### src/rtl/conv_cfg.svh
////////////////////////////////////////
// Sizes, widths and command codes for the
// layer-one reader, included wherever needed
////////////////////////////////////////
`ifndef CONV_CFG_SVH
`define CONV_CFG_SVH

// Image geometry
`define CONV_IMG_DIM        26  // Pixels per side
`define CONV_QUAD_DIM       13  // 2x2 quads per side
`define CONV_BLOCK_DIM      12  // 4x4 block positions per side

// Kernel and parameter RAM layout
`define CONV_TAPS           9   // 3x3 kernel
`define CONV_PARAM_STRIDE   10  // Bias plus nine weights

// Datapath and address widths
`define CONV_PIX_W          8
`define CONV_IMG_ADDR_W     10
`define CONV_PARAM_ADDR_W   15

// Post-processing command beat for out0 and out_param
`define CONV_SSFR_OP        8'hC1
`define CONV_SSFR_CFG       8'h28

// Register block
`define CONV_WB_ADDR_W      2
`define CONV_FILTERS_RESET  32

`endif
### src/rtl/wb_regs_pkg.sv
////////////////////////////////////////
// Register map of the Wishbone control block
////////////////////////////////////////
`default_nettype none

`include "conv_cfg.svh"

package wb_regs_pkg;

    // Word offsets
    typedef enum logic [`CONV_WB_ADDR_W-1:0] {
        REG_CTRL    = 0,  // bit0 starts a run
        REG_STATUS  = 1,  // bit0 busy, bit1 done
        REG_FILTERS = 2
    } reg_addr_t;

    typedef logic [5:0] filter_count_t;

endpackage

`default_nettype wire

### src/rtl/cnn_types_pkg.sv
////////////////////////////////////////
// Datapath types shared by the sequencer,
// fetcher and streamer
////////////////////////////////////////
`default_nettype none

`include "conv_cfg.svh"

package cnn_types_pkg;

    // One pixel or one parameter word
    typedef logic [`CONV_PIX_W-1:0] pixel_t;

    // Filter index carried with each block
    typedef logic [5:0] filter_idx_t;

    // Quad-major block, index is 4*quad + bank
    typedef pixel_t [15:0] block_buf_t;

    typedef enum logic [1:0] {
        BEAT_HEADER,  // Bias and MAC count
        BEAT_TAP,     // Four lanes plus one weight
        BEAT_CMD      // Post-processing command
    } beat_kind_t;

    typedef enum logic [0:0] {
        SEQ_IDLE,
        SEQ_RUN
    } seq_state_t;

    typedef struct packed {
        logic [3:0]  block_row;
        logic [3:0]  block_col;
        filter_idx_t filter;
        logic        last;  // Final block of the run
    } block_cmd_t;

endpackage

`default_nettype wire

### src/rtl/block_if.sv
////////////////////////////////////////
// One fetched 4x4 block on its way from the
// fetcher to the streamer, valid/ready handshake
////////////////////////////////////////
`timescale 1ns/100ps
`default_nettype none

interface block_if;

    cnn_types_pkg::block_buf_t  pixels;
    cnn_types_pkg::filter_idx_t filter;
    logic                       last;
    logic                       valid;
    logic                       ready;

    // Producer side, holds everything until ready
    modport fetcher(output pixels, output filter, output last, output valid,
                    input ready);

    modport streamer(input pixels, input filter, input last, input valid,
                     output ready);

endinterface

`default_nettype wire

### src/rtl/conv_read_top.sv
////////////////////////////////////////
// Layer-one reader top: register block,
// sequencer, fetcher and streamer on plain ports
////////////////////////////////////////
`timescale 1ns/100ps
`default_nettype none

`include "conv_cfg.svh"

module conv_read_top (
    input  logic                          clk,
    input  logic                          reset,
    // Wishbone classic slave
    input  logic                          wb_cyc,
    input  logic                          wb_stb,
    input  logic                          wb_we,
    input  logic [`CONV_WB_ADDR_W-1:0]    wb_adr,
    input  logic [31:0]                   wb_dat_w,
    output logic [31:0]                   wb_dat_r,
    output logic                          wb_ack,
    // Image banks and conv parameter RAM
    output logic [`CONV_IMG_ADDR_W-1:0]   img_addr,
    input  cnn_types_pkg::pixel_t         img_bank0,
    input  cnn_types_pkg::pixel_t         img_bank1,
    input  cnn_types_pkg::pixel_t         img_bank2,
    input  cnn_types_pkg::pixel_t         img_bank3,
    output logic [`CONV_PARAM_ADDR_W-1:0] param_addr,
    input  cnn_types_pkg::pixel_t         param_data,
    // Beat stream to the MAC array
    output logic                          stream_valid,
    output cnn_types_pkg::beat_kind_t     stream_kind,
    output cnn_types_pkg::pixel_t         out0,
    output cnn_types_pkg::pixel_t         out1,
    output cnn_types_pkg::pixel_t         out2,
    output cnn_types_pkg::pixel_t         out3,
    output cnn_types_pkg::pixel_t         out_param
);

    logic                       start;
    logic                       layer_done;
    wb_regs_pkg::filter_count_t filter_count;
    cnn_types_pkg::block_cmd_t  cmd;
    logic                       cmd_valid;
    logic                       cmd_ready;

    block_if blk_if ();

    conv_regs conv_regs_inst (
        .clk, .reset, .wb_cyc, .wb_stb, .wb_we, .wb_adr, .wb_dat_w, .wb_dat_r, .wb_ack,
        .layer_done, .start, .filter_count
    );

    layer_sequencer layer_sequencer_inst (
        .clk, .reset, .start, .filter_count, .cmd, .cmd_valid, .cmd_ready
    );

    block_fetcher block_fetcher_inst (
        .clk, .reset, .cmd, .cmd_valid, .cmd_ready, .img_addr,
        .img_bank0, .img_bank1, .img_bank2, .img_bank3, .blk(blk_if.fetcher)
    );

    window_streamer window_streamer_inst (
        .clk, .reset, .blk(blk_if.streamer), .param_addr, .param_data,
        .stream_valid, .stream_kind, .out0, .out1, .out2, .out3, .out_param, .layer_done
    );

endmodule

`default_nettype wire

### src/rtl/window_streamer.sv
////////////////////////////////////////
// Sends header, nine tap beats and the command
// beat for each block, reading params ahead
////////////////////////////////////////
`timescale 1ns/100ps
`default_nettype none

`include "conv_cfg.svh"

module window_streamer (
    input  logic                          clk,
    input  logic                          reset,
    block_if.streamer                     blk,
    output logic [`CONV_PARAM_ADDR_W-1:0] param_addr,
    input  cnn_types_pkg::pixel_t         param_data,
    output logic                          stream_valid,
    output cnn_types_pkg::beat_kind_t     stream_kind,
    output cnn_types_pkg::pixel_t         out0,
    output cnn_types_pkg::pixel_t         out1,
    output cnn_types_pkg::pixel_t         out2,
    output cnn_types_pkg::pixel_t         out3,
    output cnn_types_pkg::pixel_t         out_param,
    output logic                          layer_done
);

    localparam logic [3:0] LAST_BEAT = 4'(`CONV_TAPS + 1);

    logic                            active;
    logic [3:0]                      beat;  // 0 header, 1..9 taps, 10 command
    logic [3:0]                      tap;
    cnn_types_pkg::block_buf_t       pix_q;
    logic [`CONV_PARAM_ADDR_W-1:0]   base_q;
    logic [`CONV_PARAM_ADDR_W-1:0]   new_base;
    logic                            last_q;
    logic                            take;
    cnn_types_pkg::pixel_t           lane [4];

    // Buffer index of lane k for tap t
    function automatic logic [3:0] window_index(input logic [1:0] k, input logic [3:0] t);
        logic [2:0] y;
        logic [2:0] x;
        y = 3'(t / 4'd3) + 3'(k[1]);
        x = 3'(t % 4'd3) + 3'(k[0]);
        return {y[1], x[1], y[0], x[0]};
    endfunction

    assign blk.ready = ~active | (beat == LAST_BEAT);  // Next block may follow the command beat
    assign take      = blk.valid & blk.ready;
    assign new_base  = `CONV_PARAM_ADDR_W'(blk.filter * `CONV_PARAM_STRIDE);

    // Word for the next beat, bias first at a transfer
    assign param_addr = blk.ready ? new_base
                                  : base_q + `CONV_PARAM_ADDR_W'(beat + 4'd1);

    assign stream_valid = active;
    assign tap          = beat - 4'd1;

    always_ff @(posedge clk) begin
        if (reset) begin
            active     <= 1'b0;
            beat       <= 4'd0;
            layer_done <= 1'b0;
        end else begin
            layer_done <= active && beat == LAST_BEAT && last_q;
            if (take) begin
                active <= 1'b1;
                beat   <= 4'd0;
            end else if (active) begin
                if (beat == LAST_BEAT)
                    active <= 1'b0;
                else
                    beat <= beat + 4'd1;
            end
        end
    end

    always_ff @(posedge clk) begin
        if (take) begin
            pix_q  <= blk.pixels;
            base_q <= new_base;
            last_q <= blk.last;
        end
    end

    always_comb begin
        for (int k = 0; k < 4; k++)
            lane[k] = pix_q[window_index(2'(k), tap)];
        stream_kind = cnn_types_pkg::BEAT_TAP;
        out0        = lane[0];
        out1        = lane[1];
        out2        = lane[2];
        out3        = lane[3];
        out_param   = param_data;  // Bias or weight
        if (beat == 4'd0) begin
            stream_kind = cnn_types_pkg::BEAT_HEADER;
            out0        = '0;
            out1        = `CONV_PIX_W'(`CONV_TAPS);  // MAC count
            out2        = '0;
            out3        = '0;
        end else if (beat == LAST_BEAT) begin
            stream_kind = cnn_types_pkg::BEAT_CMD;
            out0        = `CONV_SSFR_OP;
            out1        = '0;
            out2        = '0;
            out3        = '0;
            out_param   = `CONV_SSFR_CFG;
        end
    end

endmodule

`default_nettype wire

### src/rtl/block_fetcher.sv
////////////////////////////////////////
// Reads the four quads of a block from the
// image banks and offers the 16-pixel buffer
////////////////////////////////////////
`timescale 1ns/100ps
`default_nettype none

`include "conv_cfg.svh"

module block_fetcher (
    input  logic                        clk,
    input  logic                        reset,
    input  cnn_types_pkg::block_cmd_t   cmd,
    input  logic                        cmd_valid,
    output logic                        cmd_ready,
    output logic [`CONV_IMG_ADDR_W-1:0] img_addr,
    input  cnn_types_pkg::pixel_t       img_bank0,
    input  cnn_types_pkg::pixel_t       img_bank1,
    input  cnn_types_pkg::pixel_t       img_bank2,
    input  cnn_types_pkg::pixel_t       img_bank3,
    block_if.fetcher                    blk
);

    logic [3:0]                  cur_row;
    logic [3:0]                  cur_col;
    logic [1:0]                  quad;       // Quad being addressed
    logic                        fetching;
    logic                        rd_pending; // Bank data due this cycle
    logic [1:0]                  rd_quad;
    logic [`CONV_IMG_ADDR_W-1:0] quad_row;
    logic [`CONV_IMG_ADDR_W-1:0] quad_col;
    cnn_types_pkg::pixel_t       bank_data [4];

    assign bank_data[0] = img_bank0;
    assign bank_data[1] = img_bank1;
    assign bank_data[2] = img_bank2;
    assign bank_data[3] = img_bank3;

    // Quad order (i,j) (i,j+1) (i+1,j) (i+1,j+1)
    assign quad_row = `CONV_IMG_ADDR_W'(cur_row) + `CONV_IMG_ADDR_W'(quad[1]);
    assign quad_col = `CONV_IMG_ADDR_W'(cur_col) + `CONV_IMG_ADDR_W'(quad[0]);
    assign img_addr = `CONV_IMG_ADDR_W'(quad_row * `CONV_QUAD_DIM) + quad_col;

    assign cmd_ready = ~fetching & ~rd_pending & ~blk.valid;

    always_ff @(posedge clk) begin
        if (reset) begin
            fetching   <= 1'b0;
            rd_pending <= 1'b0;
            blk.valid  <= 1'b0;
            quad       <= 2'd0;
        end else begin
            if (cmd_valid && cmd_ready) begin
                fetching <= 1'b1;
                quad     <= 2'd0;
            end else if (fetching) begin
                quad <= quad + 2'd1;
                if (quad == 2'd3)
                    fetching <= 1'b0;
            end
            rd_pending <= fetching;
            rd_quad    <= quad;
            if (rd_pending && rd_quad == 2'd3)
                blk.valid <= 1'b1;  // Buffer complete
            else if (blk.valid && blk.ready)
                blk.valid <= 1'b0;
        end
    end

    always_ff @(posedge clk) begin
        if (cmd_valid && cmd_ready) begin
            cur_row    <= cmd.block_row;
            cur_col    <= cmd.block_col;
            blk.filter <= cmd.filter;
            blk.last   <= cmd.last;
        end
        if (rd_pending) begin
            for (int k = 0; k < 4; k++)
                blk.pixels[{rd_quad, 2'(k)}] <= bank_data[k];
        end
    end

endmodule

`default_nettype wire

### src/rtl/layer_sequencer.sv
////////////////////////////////////////
// Walks filters and 12x12 block positions,
// one block command per handshake
////////////////////////////////////////
`timescale 1ns/100ps
`default_nettype none

`include "conv_cfg.svh"

module layer_sequencer (
    input  logic                       clk,
    input  logic                       reset,
    input  logic                       start,
    input  wb_regs_pkg::filter_count_t filter_count,
    output cnn_types_pkg::block_cmd_t  cmd,
    output logic                       cmd_valid,
    input  logic                       cmd_ready
);

    localparam logic [3:0] LAST_POS = 4'(`CONV_BLOCK_DIM - 1);

    cnn_types_pkg::seq_state_t  state;
    cnn_types_pkg::block_cmd_t  next_cmd;
    wb_regs_pkg::filter_count_t filter_limit;  // Latched at start
    logic                       col_wrap;
    logic                       row_wrap;

    assign col_wrap = (cmd.block_col == LAST_POS);
    assign row_wrap = (cmd.block_row == LAST_POS);

    // Row-major within a filter, then next filter
    always_comb begin
        next_cmd           = cmd;
        next_cmd.block_col = col_wrap ? 4'd0 : cmd.block_col + 4'd1;
        if (col_wrap) begin
            next_cmd.block_row = row_wrap ? 4'd0 : cmd.block_row + 4'd1;
            if (row_wrap)
                next_cmd.filter = cmd.filter + 6'd1;
        end
        next_cmd.last = (next_cmd.filter == filter_limit - 6'd1) &&
                        (next_cmd.block_row == LAST_POS) &&
                        (next_cmd.block_col == LAST_POS);
    end

    always_ff @(posedge clk) begin
        if (reset) begin
            state     <= cnn_types_pkg::SEQ_IDLE;
            cmd_valid <= 1'b0;
        end else begin
            case (state)
                cnn_types_pkg::SEQ_IDLE: begin
                    if (start) begin
                        state     <= cnn_types_pkg::SEQ_RUN;
                        cmd_valid <= 1'b1;
                    end
                end
                default: begin
                    if (cmd_valid && cmd_ready && cmd.last) begin
                        state     <= cnn_types_pkg::SEQ_IDLE;
                        cmd_valid <= 1'b0;
                    end
                end
            endcase
        end
    end

    always_ff @(posedge clk) begin
        if (state == cnn_types_pkg::SEQ_IDLE && start) begin
            cmd          <= '0;  // Block (0,0) of filter 0, never last
            filter_limit <= filter_count;
        end else if (cmd_valid && cmd_ready) begin
            cmd <= next_cmd;
        end
    end

endmodule

`default_nettype wire

### src/rtl/conv_regs.sv
////////////////////////////////////////
// Wishbone classic slave with control,
// status and filter-count registers
////////////////////////////////////////
`timescale 1ns/100ps
`default_nettype none

`include "conv_cfg.svh"

module conv_regs (
    input  logic                       clk,
    input  logic                       reset,
    input  logic                       wb_cyc,
    input  logic                       wb_stb,
    input  logic                       wb_we,
    input  logic [`CONV_WB_ADDR_W-1:0] wb_adr,
    input  logic [31:0]                wb_dat_w,
    output logic [31:0]                wb_dat_r,
    output logic                       wb_ack,
    input  logic                       layer_done,
    output logic                       start,
    output wb_regs_pkg::filter_count_t filter_count
);

    localparam int FC_W = $bits(wb_regs_pkg::filter_count_t);

    logic                   req;
    wb_regs_pkg::reg_addr_t addr;
    logic                   busy;
    logic                   done;

    // New access only, ack itself ends it
    assign req  = wb_cyc & wb_stb & ~wb_ack;
    assign addr = wb_regs_pkg::reg_addr_t'(wb_adr);

    always_ff @(posedge clk) begin
        if (reset) begin
            wb_ack       <= 1'b0;
            start        <= 1'b0;
            busy         <= 1'b0;
            done         <= 1'b0;
            filter_count <= FC_W'(`CONV_FILTERS_RESET);
        end else begin
            wb_ack <= req;
            start  <= 1'b0;
            if (layer_done) begin
                busy <= 1'b0;
                done <= 1'b1;  // Sticky until next start
            end
            if (req && wb_we) begin
                case (addr)
                    wb_regs_pkg::REG_CTRL: begin
                        if (wb_dat_w[0] && !busy) begin
                            start <= 1'b1;
                            busy  <= 1'b1;
                            done  <= 1'b0;
                        end
                    end
                    wb_regs_pkg::REG_FILTERS: begin
                        if (wb_dat_w[FC_W-1:0] != '0)
                            filter_count <= wb_dat_w[FC_W-1:0];
                    end
                    default: ;
                endcase
            end
        end
    end

    // Read data lands together with ack
    always_ff @(posedge clk) begin
        if (req) begin
            case (addr)
                wb_regs_pkg::REG_STATUS:  wb_dat_r <= {30'd0, done, busy};
                wb_regs_pkg::REG_FILTERS: wb_dat_r <= {{(32 - FC_W){1'b0}}, filter_count};
                default:                  wb_dat_r <= 32'd0;  // Control reads as zero
            endcase
        end
    end

endmodule

`default_nettype wire

### config.mk
export PLATFORM = sky130hd
export DESIGN_NAME = conv_read_top
export DESIGN_NICKNAME = d
export VERILOG_FILES = /design/src/rtl/wb_regs_pkg.sv /design/src/rtl/cnn_types_pkg.sv /design/src/rtl/block_if.sv /design/src/rtl/conv_read_top.sv /design/src/rtl/window_streamer.sv /design/src/rtl/block_fetcher.sv /design/src/rtl/layer_sequencer.sv /design/src/rtl/conv_regs.sv
export VERILOG_INCLUDE_DIRS = /design/src /design/src/rtl
export SDC_FILE = /design/constraint.sdc
export NUM_CORES = 1
export LEC_CHECK = 0
export BUFFER_PORTS_ARGS = -buffer_cell sky130_fd_sc_hd__buf_4
export CORE_UTILIZATION = 25
export CTS_CLUSTER_DIAMETER = 80
export DETAILED_ROUTE_END_ITERATION = 16
export PLACE_DENSITY = 0.43
export SLEW_MARGIN = 20
export SYNTH_ARGS = -nofsm -noshare
export SYNTH_HDL_FRONTEND = slang
export SYNTH_SLANG_ARGS = --single-unit
### constraint.sdc
create_clock -name clk -period 9 [get_ports clk]
set_input_delay 0.45 -clock clk [delete_from_list [all_inputs] [get_ports clk]]
set_output_delay 0.45 -clock clk [all_outputs]
set_load 0.01 [all_outputs]
==> impl_metrics.yaml, run 1 <==
place:
  numPortBuffers: 123
  dpl_worst_slack_ps: 1950
  place_congestion: 0.824
  postPlaceCellArea_sq_um: 18900
  hpwl_mm: 32.9
yosys:
  synth_edf_count: 295
  ys_async_sr_fraction_pct: 0
  ys_types: 70
  postSynthAreaPerCell_sq_um: 12.9
  ys.warnings.count: 0
  synthCells: 1321
  ys_seq_elements: 333
  syn-cell-area_sq_um: 17100
  ys.flop_type: "edfxtp_1"
  yosysSeqAreaShare_pct: 56.4
final_layout:
  design_area_sq_um: 20200
  drive_gt1_share_pct: 19.4
  fillers: 6821
  area_growth_pct: 18.3
  fin_util_pct: 29.9
  nNetsFinal: 1580
pwr:
  p_total_w: 0.00337
  leakage_nw: 7.42
  irDropWorstVdd_v: 0.000116
  powerDensity_nw_per_um2: 167
critical_path:
  crit_path_end: "out1[4]"
  rr_worst_depth: 6
  crit_family: "buffers and inverters"
  path_max_fanout: 57
  worst_ep_arrival_time_ps: 7200
  r2r_slack_ps: 5750
  worst-path-buf-inv: 6
  slowest_delay_ps: 790
  cp_slowest_cell: "a21oi_4"
  worstSetupEndpointType: "output pin"
  worst-setup-path-type: "flop to output pin"
  critical_path.cell_chain: "buf_4 > o21bai_1 > mux2_2 > o21ai_0 > ha_1 > inv_1 > ha_1 > o311a_1 > buf_4 > xnor2_1 > ha_1 > nor2_1 > and2_1 > a21oi_4 > buf_4 > xnor2_2 > buf_4 > mux2i_1 > mux2i_1 > o22ai_1 > nor3_1 > buf_4"
  cp.required_ps: 8550
  worstSetupPathDepth: 22
  crit_top_cell: "buf_4"
  startpoint_type: "flop"
  critPathLaunch: "window_streamer_inst.beat[0]"
  regToRegStartpoint: "window_streamer_inst.beat[3]"
  rr_endpoint: "window_streamer_inst.pix_q[50]"
grt:
  globalRoute.totalOverflow: 0
  track_usage_pct: 13.9
  grt_max_degree: 59
  grt_pass1_vias: 11000
  grt_pass1_wl_mm: 72.6
  antenna_found_initial: 4
clock_tree:
  cts_resized: 0
  cts_sinks: 333
  clk_latency_ps: 570
  cts_buffers: 40
  cts_tree: "yes"
  clockBufferDepth: 3
  cts_hold_buffers: 0
  post-cts-setup-buffers: 0
  htreeDepth: 2
  root_buffer: "clkbuf_16"
  clk_pin_slew_ps: 60
floorplan:
  die_h_um: 263
  ios: 180
  die_w_um: 263
  dieArea_sq_um: 69300
  coreArea_sq_um: 67400
  row_count: 95
  initial_utilization_pct: 25.3
flow_run:
  maxCapViolCount: 0
sta:
  min_period_ps: 7650
  finalHoldViolations: 0
  maxSlewHeadroom_pct: 26.2
  rsz0062_at_grt: "false"
  setup_viol: 0
  post-route-period-util_pct: 85.0
  maxSlewViolCount: 0
  tightest_slew_ps: 1100
  fin_tns_setup_ps: 0
  fmax_ghz: 0.131
  skew_ps: 25.8
  layout_setup_ws_ps: 1350
routing:
  drc: 0
  firstDrtPassIters: 5
  via_per_inst: 4.81
  wl_per_cell_um: 20.9
  via_count: 11300
  routed_wl_mm: 49.1
  antenna_left: 0
  drt-initial-drc-count: 888
run_status:
  status: "completed"
hold_path:
  hp-class: "input port to flop"
flip-flops by register name (all words and copies together) (netlist names), 6 cells and up:
register and cells:
layer_sequencer_inst.filter_limit 6, window_streamer_inst.base_q 9, conv_regs_inst.wb_dat_r 6, conv_regs_inst.filter_count 6
block_fetcher_inst.blk.filter 6, block_fetcher_inst.blk.pixels 128, layer_sequencer_inst.cmd 15, window_streamer_inst.pix_q 128
worst register-to-register path, delay by kind of cell, from the launching register on:
family,cells,cell delay (ps)
buf+inv,3,1370
flops,1,630
simple gates,3,840
layout make-up:
cell class                      instances  area (sq um)  share of cell area (%)
Antenna cell                            1          2.50                  0.0124
Inverter                               33           124                   0.614
Sequential cell                       333          9620                    47.7
Timing Repair Buffer                  152          1140                    5.66
Clock buffer                           51          1090                    5.43
Clock inverter                         20           219                    1.09
Tap cell                              873          1090                    5.42
Multi-Input combinational cell        880          6870                    34.1
worst min path at each step:
stage                                           start                                 to  slack [ps]  cells after the start
detailed placement   block_fetcher_inst.blk.pixels[0]      window_streamer_inst.pix_q[0]         400                      0
CTS                                      img_bank2[1]  block_fetcher_inst.blk.pixels[81]          50                      1
finish                                   img_bank2[1]  block_fetcher_inst.blk.pixels[81]          80                      1
floorplan                 block_fetcher_inst.blk.last        window_streamer_inst.last_q         400                      0
global route                             img_bank2[1]  block_fetcher_inst.blk.pixels[81]          60                      1
global placement    block_fetcher_inst.blk.pixels[97]     window_streamer_inst.pix_q[97]         400                      0
cell usage in the layout (no fill, tap or decap), types with 8 or more instances in the layout:
| cell type | n |
|---|---|
| o221ai_1 | 12 |
| a221oi_1 | 13 |
| xnor2_1 | 26 |
| nand3_1 | 22 |
| conb_1 | 30 |
| a211oi_1 | 11 |
| buf_4 | 152 |
| and2_1 | 35 |
| a31oi_1 | 11 |
| mux2i_1 | 109 |
| clkinv_2 | 10 |
| nand4_1 | 10 |
| xor2_1 | 20 |
| o22ai_1 | 20 |
| ha_1 | 55 |
| a21oi_1 | 71 |
| a22oi_1 | 10 |
| clkbuf_1 | 8 |
| nor2_1 | 61 |
| clkbuf_16 | 42 |
| edfxtp_1 | 295 |
| nor2b_1 | 14 |
| inv_1 | 31 |
| nor3_1 | 23 |
| mux4_2 | 46 |
| o21ai_0 | 41 |
| nand2_1 | 109 |
| and3_1 | 23 |
| dfxtp_1 | 37 |
layer usage:
metal | up-vias | track usage, % | routed length, um
li1 | 5236 | - | -
met1 | 5641 | 19.1 | 22300
met2 | 332 | 22.7 | 23100
met3 | 56 | 2.51 | 2640
met4 | 2 | 3.52 | 982
met5 | - | 0 | 9
cells by family after synthesis:
family	share of synthesized area [%]
buffers and inverters	4.04
muxes	13.0
adders and majority gates	4.74
DFF	56.4
other	0.0220
and+or+nand+nor	9.21
AOI/OAI and AO/OA	9.77
xor gates and xnor gates	2.81
through the flow:
stage | hold WS, ps | std cells
3_5_place_dp | 405 | 2271
3_3_place_gp | 401 | 2271
5_1_grt | 62.4 | 2342
4_1_cts | 45.2 | 2342
2_1_floorplan | 400 | 1350
6_report | 83.4 | 2343
where the power goes:
group          switching (W)  total (W)  leakage, nW  internal (W)
Sequential         0.0000103    0.00169         2.98       0.00168
Clock               0.000645    0.00160        0.646      0.000953
Combinational      0.0000456  0.0000847         3.79     0.0000391
cells in the mapped netlist (6+ instances only):
master | count | area (sq um)
nand4_1 | 10 | 62.6
clkbuf_1 | 38 | 143
buf_4 | 39 | 293
nand2_1 | 109 | 409
nor2_1 | 62 | 233
edfxtp_1 | 295 | 8860
and3_1 | 24 | 150
o21ai_1 | 7 | 35.0
o221ai_1 | 12 | 105
o31ai_1 | 7 | 52.6
a21oi_1 | 71 | 355
o22ai_1 | 20 | 125
a221oi_1 | 13 | 114
inv_1 | 31 | 116
dfxtp_1 | 38 | 761
nand3_1 | 22 | 110
ha_1 | 55 | 688
nand2b_1 | 7 | 43.8
fa_1 | 6 | 120
buf_2 | 23 | 115
a21o_1 | 7 | 52.6
xnor2_1 | 26 | 228
mux2i_1 | 110 | 1100
mux4_2 | 46 | 1040
xor2_1 | 20 | 175
and2_1 | 38 | 238
nor3_1 | 23 | 115
a31oi_1 | 11 | 68.8
nor2b_1 | 14 | 87.6
o21ai_0 | 41 | 205
a211oi_1 | 11 | 82.6
a22oi_1 | 10 | 75.1
No activity file was read; power rests on OpenSTA's default activity.
==> run 2, diff against run 1 <==
- CORE_UTILIZATION: 25 -> 50
- CTS_CLUSTER_DIAMETER: 80 -> default
- PLACE_DENSITY: 0.43 -> 0.73
==> run 2 against run 1 <==
  * Combinational power decreased by 4.4%
  * Clock power decreased by 15%
  * Power decreased by 7.2%
  * Core utilization increased by 28 points
  * Count of clock-buffer cells in the layout decreased by 6
  * Final cell count decreased by 19%
  * Register-to-register slack got worse by 1200 ps
  * Non-clock buffer count decreased by 10
  * Hold slack improved by 36 ps
  * Critical endpoint is now out1[2]
==> impl_metrics.yaml, run 2 (same netlist as run 1, synthesis figures left out) <==
sta:
  finalHoldViolations: 0
  skew_ps: 17.6
  min_period_ps: 7430
  setup_viol: 0
  tightest_slew_ps: 1130
  fmax_ghz: 0.135
  maxSlewViolCount: 0
  rsz0062_at_grt: "false"
  fin_tns_setup_ps: 0
  post-route-period-util_pct: 82.5
  maxSlewHeadroom_pct: 24.7
grt:
  grt_pass1_wl_mm: 63.1
  track_usage_pct: 23.4
  antenna_found_initial: 2
  grt_pass1_vias: 11200
  globalRoute.totalOverflow: 0
  grt_max_degree: 80
critical_path:
  worst-path-buf-inv: 7
  worst_ep_arrival_time_ps: 6980
  critical_path.cell_chain: "inv_2 > ha_1 > inv_1 > ha_1 > inv_1 > ha_1 > o311a_1 > buf_4 > xnor2_1 > ha_1 > nor2_1 > and2_1 > a21oi_4 > buf_4 > xnor2_2 > xnor2_2 > buf_4 > a2111oi_0 > a311oi_1 > o221a_1 > buf_4"
  path_max_fanout: 79
  regToRegStartpoint: "window_streamer_inst.beat[0]"
  slowest_delay_ps: 880
  cp.required_ps: 8550
  worstSetupEndpointType: "output pin"
  worst-setup-path-type: "flop to output pin"
  critPathLaunch: "window_streamer_inst.beat[0]"
  crit_family: "buffers and inverters"
  startpoint_type: "flop"
  cp_slowest_cell: "dfxtp_4"
clock_tree:
  root_buffer: "clkbuf_16"
  cts_resized: 0
  post-cts-setup-buffers: 0
  cts_sinks: 333
  cts_hold_buffers: 0
  cts_buffers: 37
  htreeDepth: 2
  clk_latency_ps: 530
  clockBufferDepth: 3
  cts_tree: "yes"
  clk_pin_slew_ps: 60
final_layout:
  area_growth_pct: 13.5
  layout.cells.non_filler: 1905
  final_common_cell: "edfxtp_1"
  fillers: 2688
  nNetsFinal: 1567
  drive_gt1_share_pct: 18.1
  top_regs: "block_fetcher_inst.blk.pixels: 128 flops, window_streamer_inst.pix_q: 128 flops, layer_sequencer_inst.cmd: 15 flops"
  final_cell_mix: "295 x edfxtp_1, 142 x buf_4, 109 x nand2_1, 109 x mux2i_1, 71 x a21oi_1"
floorplan:
  die_h_um: 187
  dieArea_sq_um: 34900
  die_w_um: 187
  initial_utilization_pct: 50.9
  coreArea_sq_um: 33500
  row_count: 67
  ios: 180
place:
  hpwl_mm: 27.0
  numPortBuffers: 123
  place_inst: 1836
  place_congestion: 0.908
flow_run:
  maxCapViolCount: 0
routing:
  routed_wl_mm: 40.8
  wl_per_cell_um: 21.4
  drc: 0
  via_per_inst: 6.03
  via_count: 11500
  antenna_left: 0
  firstDrtPassIters: 7
  drt-initial-drc-count: 1470
pwr:
  leakage_nw: 7.26
  powerDensity_nw_per_um2: 162
  irDropWorstVdd_v: 0.000144
run_status:
  status: "completed"
hold_path:
  min_from: "img_bank1[6]"
  hp-class: "input port to flop"
run 2: cell types whose count changed in the layout (fill, tap and decap cells not counted), sizes merged:
| cell | previous run | this run |
|---|---|---|
| buf | 152 | 142 |
| bufinv | 3 | 0 |
| clkbuf | 51 | 45 |
| clkinv | 16 | 17 |
| clkinvlp | 1 | 3 |
| diode | 1 | 2 |
| inv | 33 | 35 |
run 2: final timing paths:
kind                                       end  slack [ps]  cells after the start
min reg2reg     window_streamer_inst.pix_q[11]         410                      0
min          block_fetcher_inst.blk.pixels[46]         120                      1
max                                    out1[2]        1570                     21
max reg2reg     window_streamer_inst.pix_q[17]        4570                      7
run 2: power breakdown:
group | total (W) | internal (W) | switching [W] | leakage (nW)
sequential | 0.00168 | 0.00167 | 0.00000964 | 2.98
clock | 0.00136 | 0.000767 | 0.000594 | 0.536
combinational | 0.0000810 | 0.0000384 | 0.0000427 | 3.74
run 2: layer usage:
metal | wire length [um] | GRT usage [%]
met4 | 1630 | 10.7
met5 | 0 | 0
met1 | 16600 | 31.1
met2 | 19100 | 37.2
met3 | 3390 | 4.51
run 2: area by class of cell:
cell class / count / area (sq um) / share of cell area [%]
multi-input cells: 880 / 6870 / 35.5
clock inverters: 22 / 149 / 0.769
diodes: 2 / 5.00 / 0.0259
repair buffers: 142 / 1070 / 5.51
inverters: 33 / 124 / 0.640
clock buffers: 45 / 956 / 4.94
well taps: 448 / 561 / 2.90
flip-flops and latches: 333 / 9620 / 49.7
run 2: per-stage QoR:
stage                     worst slack [ps]  util (%)  hold WS (ps)  total power [W]  instance area [sq um]
final                                 1570      57.7           119          0.00313                  19400
after global routing                  1120      57.7           105          0.00322                  19300
after floorplan                       2090         -           400          0.00176                  17200
after detailed placement              2210      54.4           405          0.00180                  18200
after CTS                             1620      57.7          96.9          0.00315                  19300
after global placement                2290      54.4           400          0.00179                  18200
run 2: worst reg2reg max path, cell delays in order (launching register included):
cell and delay, ps:
dfxtp_4 570, inv_2 150, buf_4 710, ha_1 300
nand3_1 580, and2_1 610, nor2_4 360, buf_4 730
==> run 3, diff against run 2 <==
- clock period: 9 -> 6.6 ns (I/O delays scaled with it)
==> run 3 against run 2 <==
  * Final cell count is 0.16% higher
  * Die area is the same
  * Combinational power up 36%
  * Non-clock buffer count rose by 7
  * Final area increased by 0.54%
  * Critical path type unchanged
  * Hold slack worse by 120 ps
  * First-iteration DRC count down 8.4%
  * Via count rose by 0.37%
==> impl_metrics.yaml, run 3 (same netlist as run 1, synthesis figures left out) <==
pwr:
  irDropWorstVdd_v: 0.000209
  powerDensity_nw_per_um2: 223
  leakage_nw: 7.32
place:
  place_congestion: 0.922
  numPortBuffers: 123
  dpl_worst_slack_ps: 1010
  hpwl_mm: 27.6
  place_inst: 1838
  postPlaceCellArea_sq_um: 18300
final_layout:
  nNetsFinal: 1573
  area_growth_pct: 14.1
  fillers: 2718
  multiInputGateArea_sq_um: 6870
  final_common_cell: "edfxtp_1"
  layout.cells.non_filler: 1908
  final_cell_mix: "295 x edfxtp_1, 143 x buf_4, 109 x nand2_1, 109 x mux2i_1, 71 x a21oi_1"
  design_area_sq_um: 19500
  drive_gt1_share_pct: 18.5
  insertedDiodeCount: 0
  regArea_sq_um: 9620
  top_regs: "block_fetcher_inst.blk.pixels: 128 flops, window_streamer_inst.pix_q: 128 flops, layer_sequencer_inst.cmd: 15 flops"
routing:
  wl_per_cell_um: 21.9
  firstDrtPassIters: 6
  via_per_inst: 6.04
  antenna_left: 0
  routed_wl_mm: 41.7
  drc: 0
  via_count: 11500
  drt-initial-drc-count: 1347
grt:
  track_usage_pct: 23.7
  grt_pass1_vias: 11100
  antenna_found_initial: 0
  globalRoute.totalOverflow: 0
  grt_pass1_wl_mm: 63.5
  grt_max_degree: 75
sta:
  post-route-period-util_pct: 94.2
  maxSlewHeadroom_pct: 23.8
  layout_setup_ws_ps: 385
  finalHoldViolations: 0
  fmax_ghz: 0.161
  tightest_slew_ps: 1140
  maxSlewViolCount: 0
  min_period_ps: 6210
  rsz0062_at_grt: "false"
  setup_viol: 0
  skew_ps: 19.3
  hold_ws_ps: 3.84
  fin_tns_setup_ps: 0
critical_path:
  path_max_fanout: 20
  worst_ep_arrival_time_ps: 5880
  cp.required_ps: 6270
  slowest_delay_ps: 880
  crit_top_cell: "ha_1"
  cp_slowest_cell: "xnor2_2"
  startpoint_type: "flop"
  worstSetupEndpointType: "output pin"
  worst-setup-path-type: "flop to output pin"
  critical_path.cell_chain: "inv_1 > ha_1 > inv_1 > ha_1 > inv_1 > ha_1 > o311a_1 > xnor2_1 > ha_1 > nor2_1 > and2_1 > a21oi_4 > xnor2_2 > xnor2_2 > a2111oi_0 > a311oi_1 > o221a_1 > buf_4"
  crit_family: "compound AO/OA/AOI/OAI gates"
  worst-path-buf-inv: 4
clock_tree:
  cts_resized: 0
  clockBufferDepth: 3
  clk_latency_ps: 530
  htreeDepth: 2
  cts_sinks: 333
  post-cts-setup-buffers: 0
  root_buffer: "clkbuf_16"
  cts_buffers: 36
  cts_tree: "yes"
  clk_pin_slew_ps: 60
  cts_hold_buffers: 5
floorplan:
  row_count: 67
  die_w_um: 187
  coreArea_sq_um: 33500
  dieArea_sq_um: 34900
  initial_utilization_pct: 50.9
  ios: 180
  die_h_um: 187
hold_path:
  hp-class: "input port to flop"
run_status:
  status: "completed"
flow_run:
  maxCapViolCount: 0
[run 3: cell types whose count changed in the layout (fill, tap and decap cells not counted), sizes merged]
cell,delta
diode,-2
buf,+2
clkinvlp,-1
bufinv,+1
clkbuf,-1
inv,+2
clkinv,-3
dlygate4sd3,+5
[run 3: final cells by class]
class | instances | share of cell area (%)
Sequential cell | 333 | 49.5
Multi-Input combinational cell | 880 | 35.3
Timing Repair Buffer | 149 | 5.88
Clock buffer | 44 | 5.00
Tap cell | 448 | 2.88
Clock inverter | 21 | 0.823
Inverter | 33 | 0.637
[run 3: power by group]
part	internal (W)	switching [W]
logic	0.0000518	0.0000582
registers	0.00228	0.0000133
clock network	0.00110	0.000824
[run 3: metal layers]
layer  up-vias  part of all wire [%]  global-route usage (%)
met5         -                     0                       0
met4         0                   3.3                    9.43
met1      5653                    41                    32.1
met3        91                   8.2                    3.93
met2       560                    47                    38.1
li1       5223                     -                       -
[run 3: stage by stage]
| stage | util (%) | total power, W |
|---|---|---|
| 4_1_cts | 58.0 | 0.00436 |
| 2_1_floorplan | - | 0.00240 |
| 5_1_grt | 58.0 | 0.00445 |
| 3_5_place_dp | 54.5 | 0.00245 |
| 3_3_place_gp | 54.5 | 0.00244 |
| 6_report | 58.0 | 0.00433 |
[run 3: worst paths after layout]
path	start	endpoint	slack (ps)	cells past startpoint
worst max-delay path	window_streamer_inst.beat[1]	out1[2]	390	18
worst max register to register	window_streamer_inst.beat[0]	window_streamer_inst.pix_q[12]	2220	7
worst min-delay path	img_bank1[4]	block_fetcher_inst.blk.pixels[12]	4	1
worst min register to register	block_fetcher_inst.blk.pixels[91]	window_streamer_inst.pix_q[91]	410	0
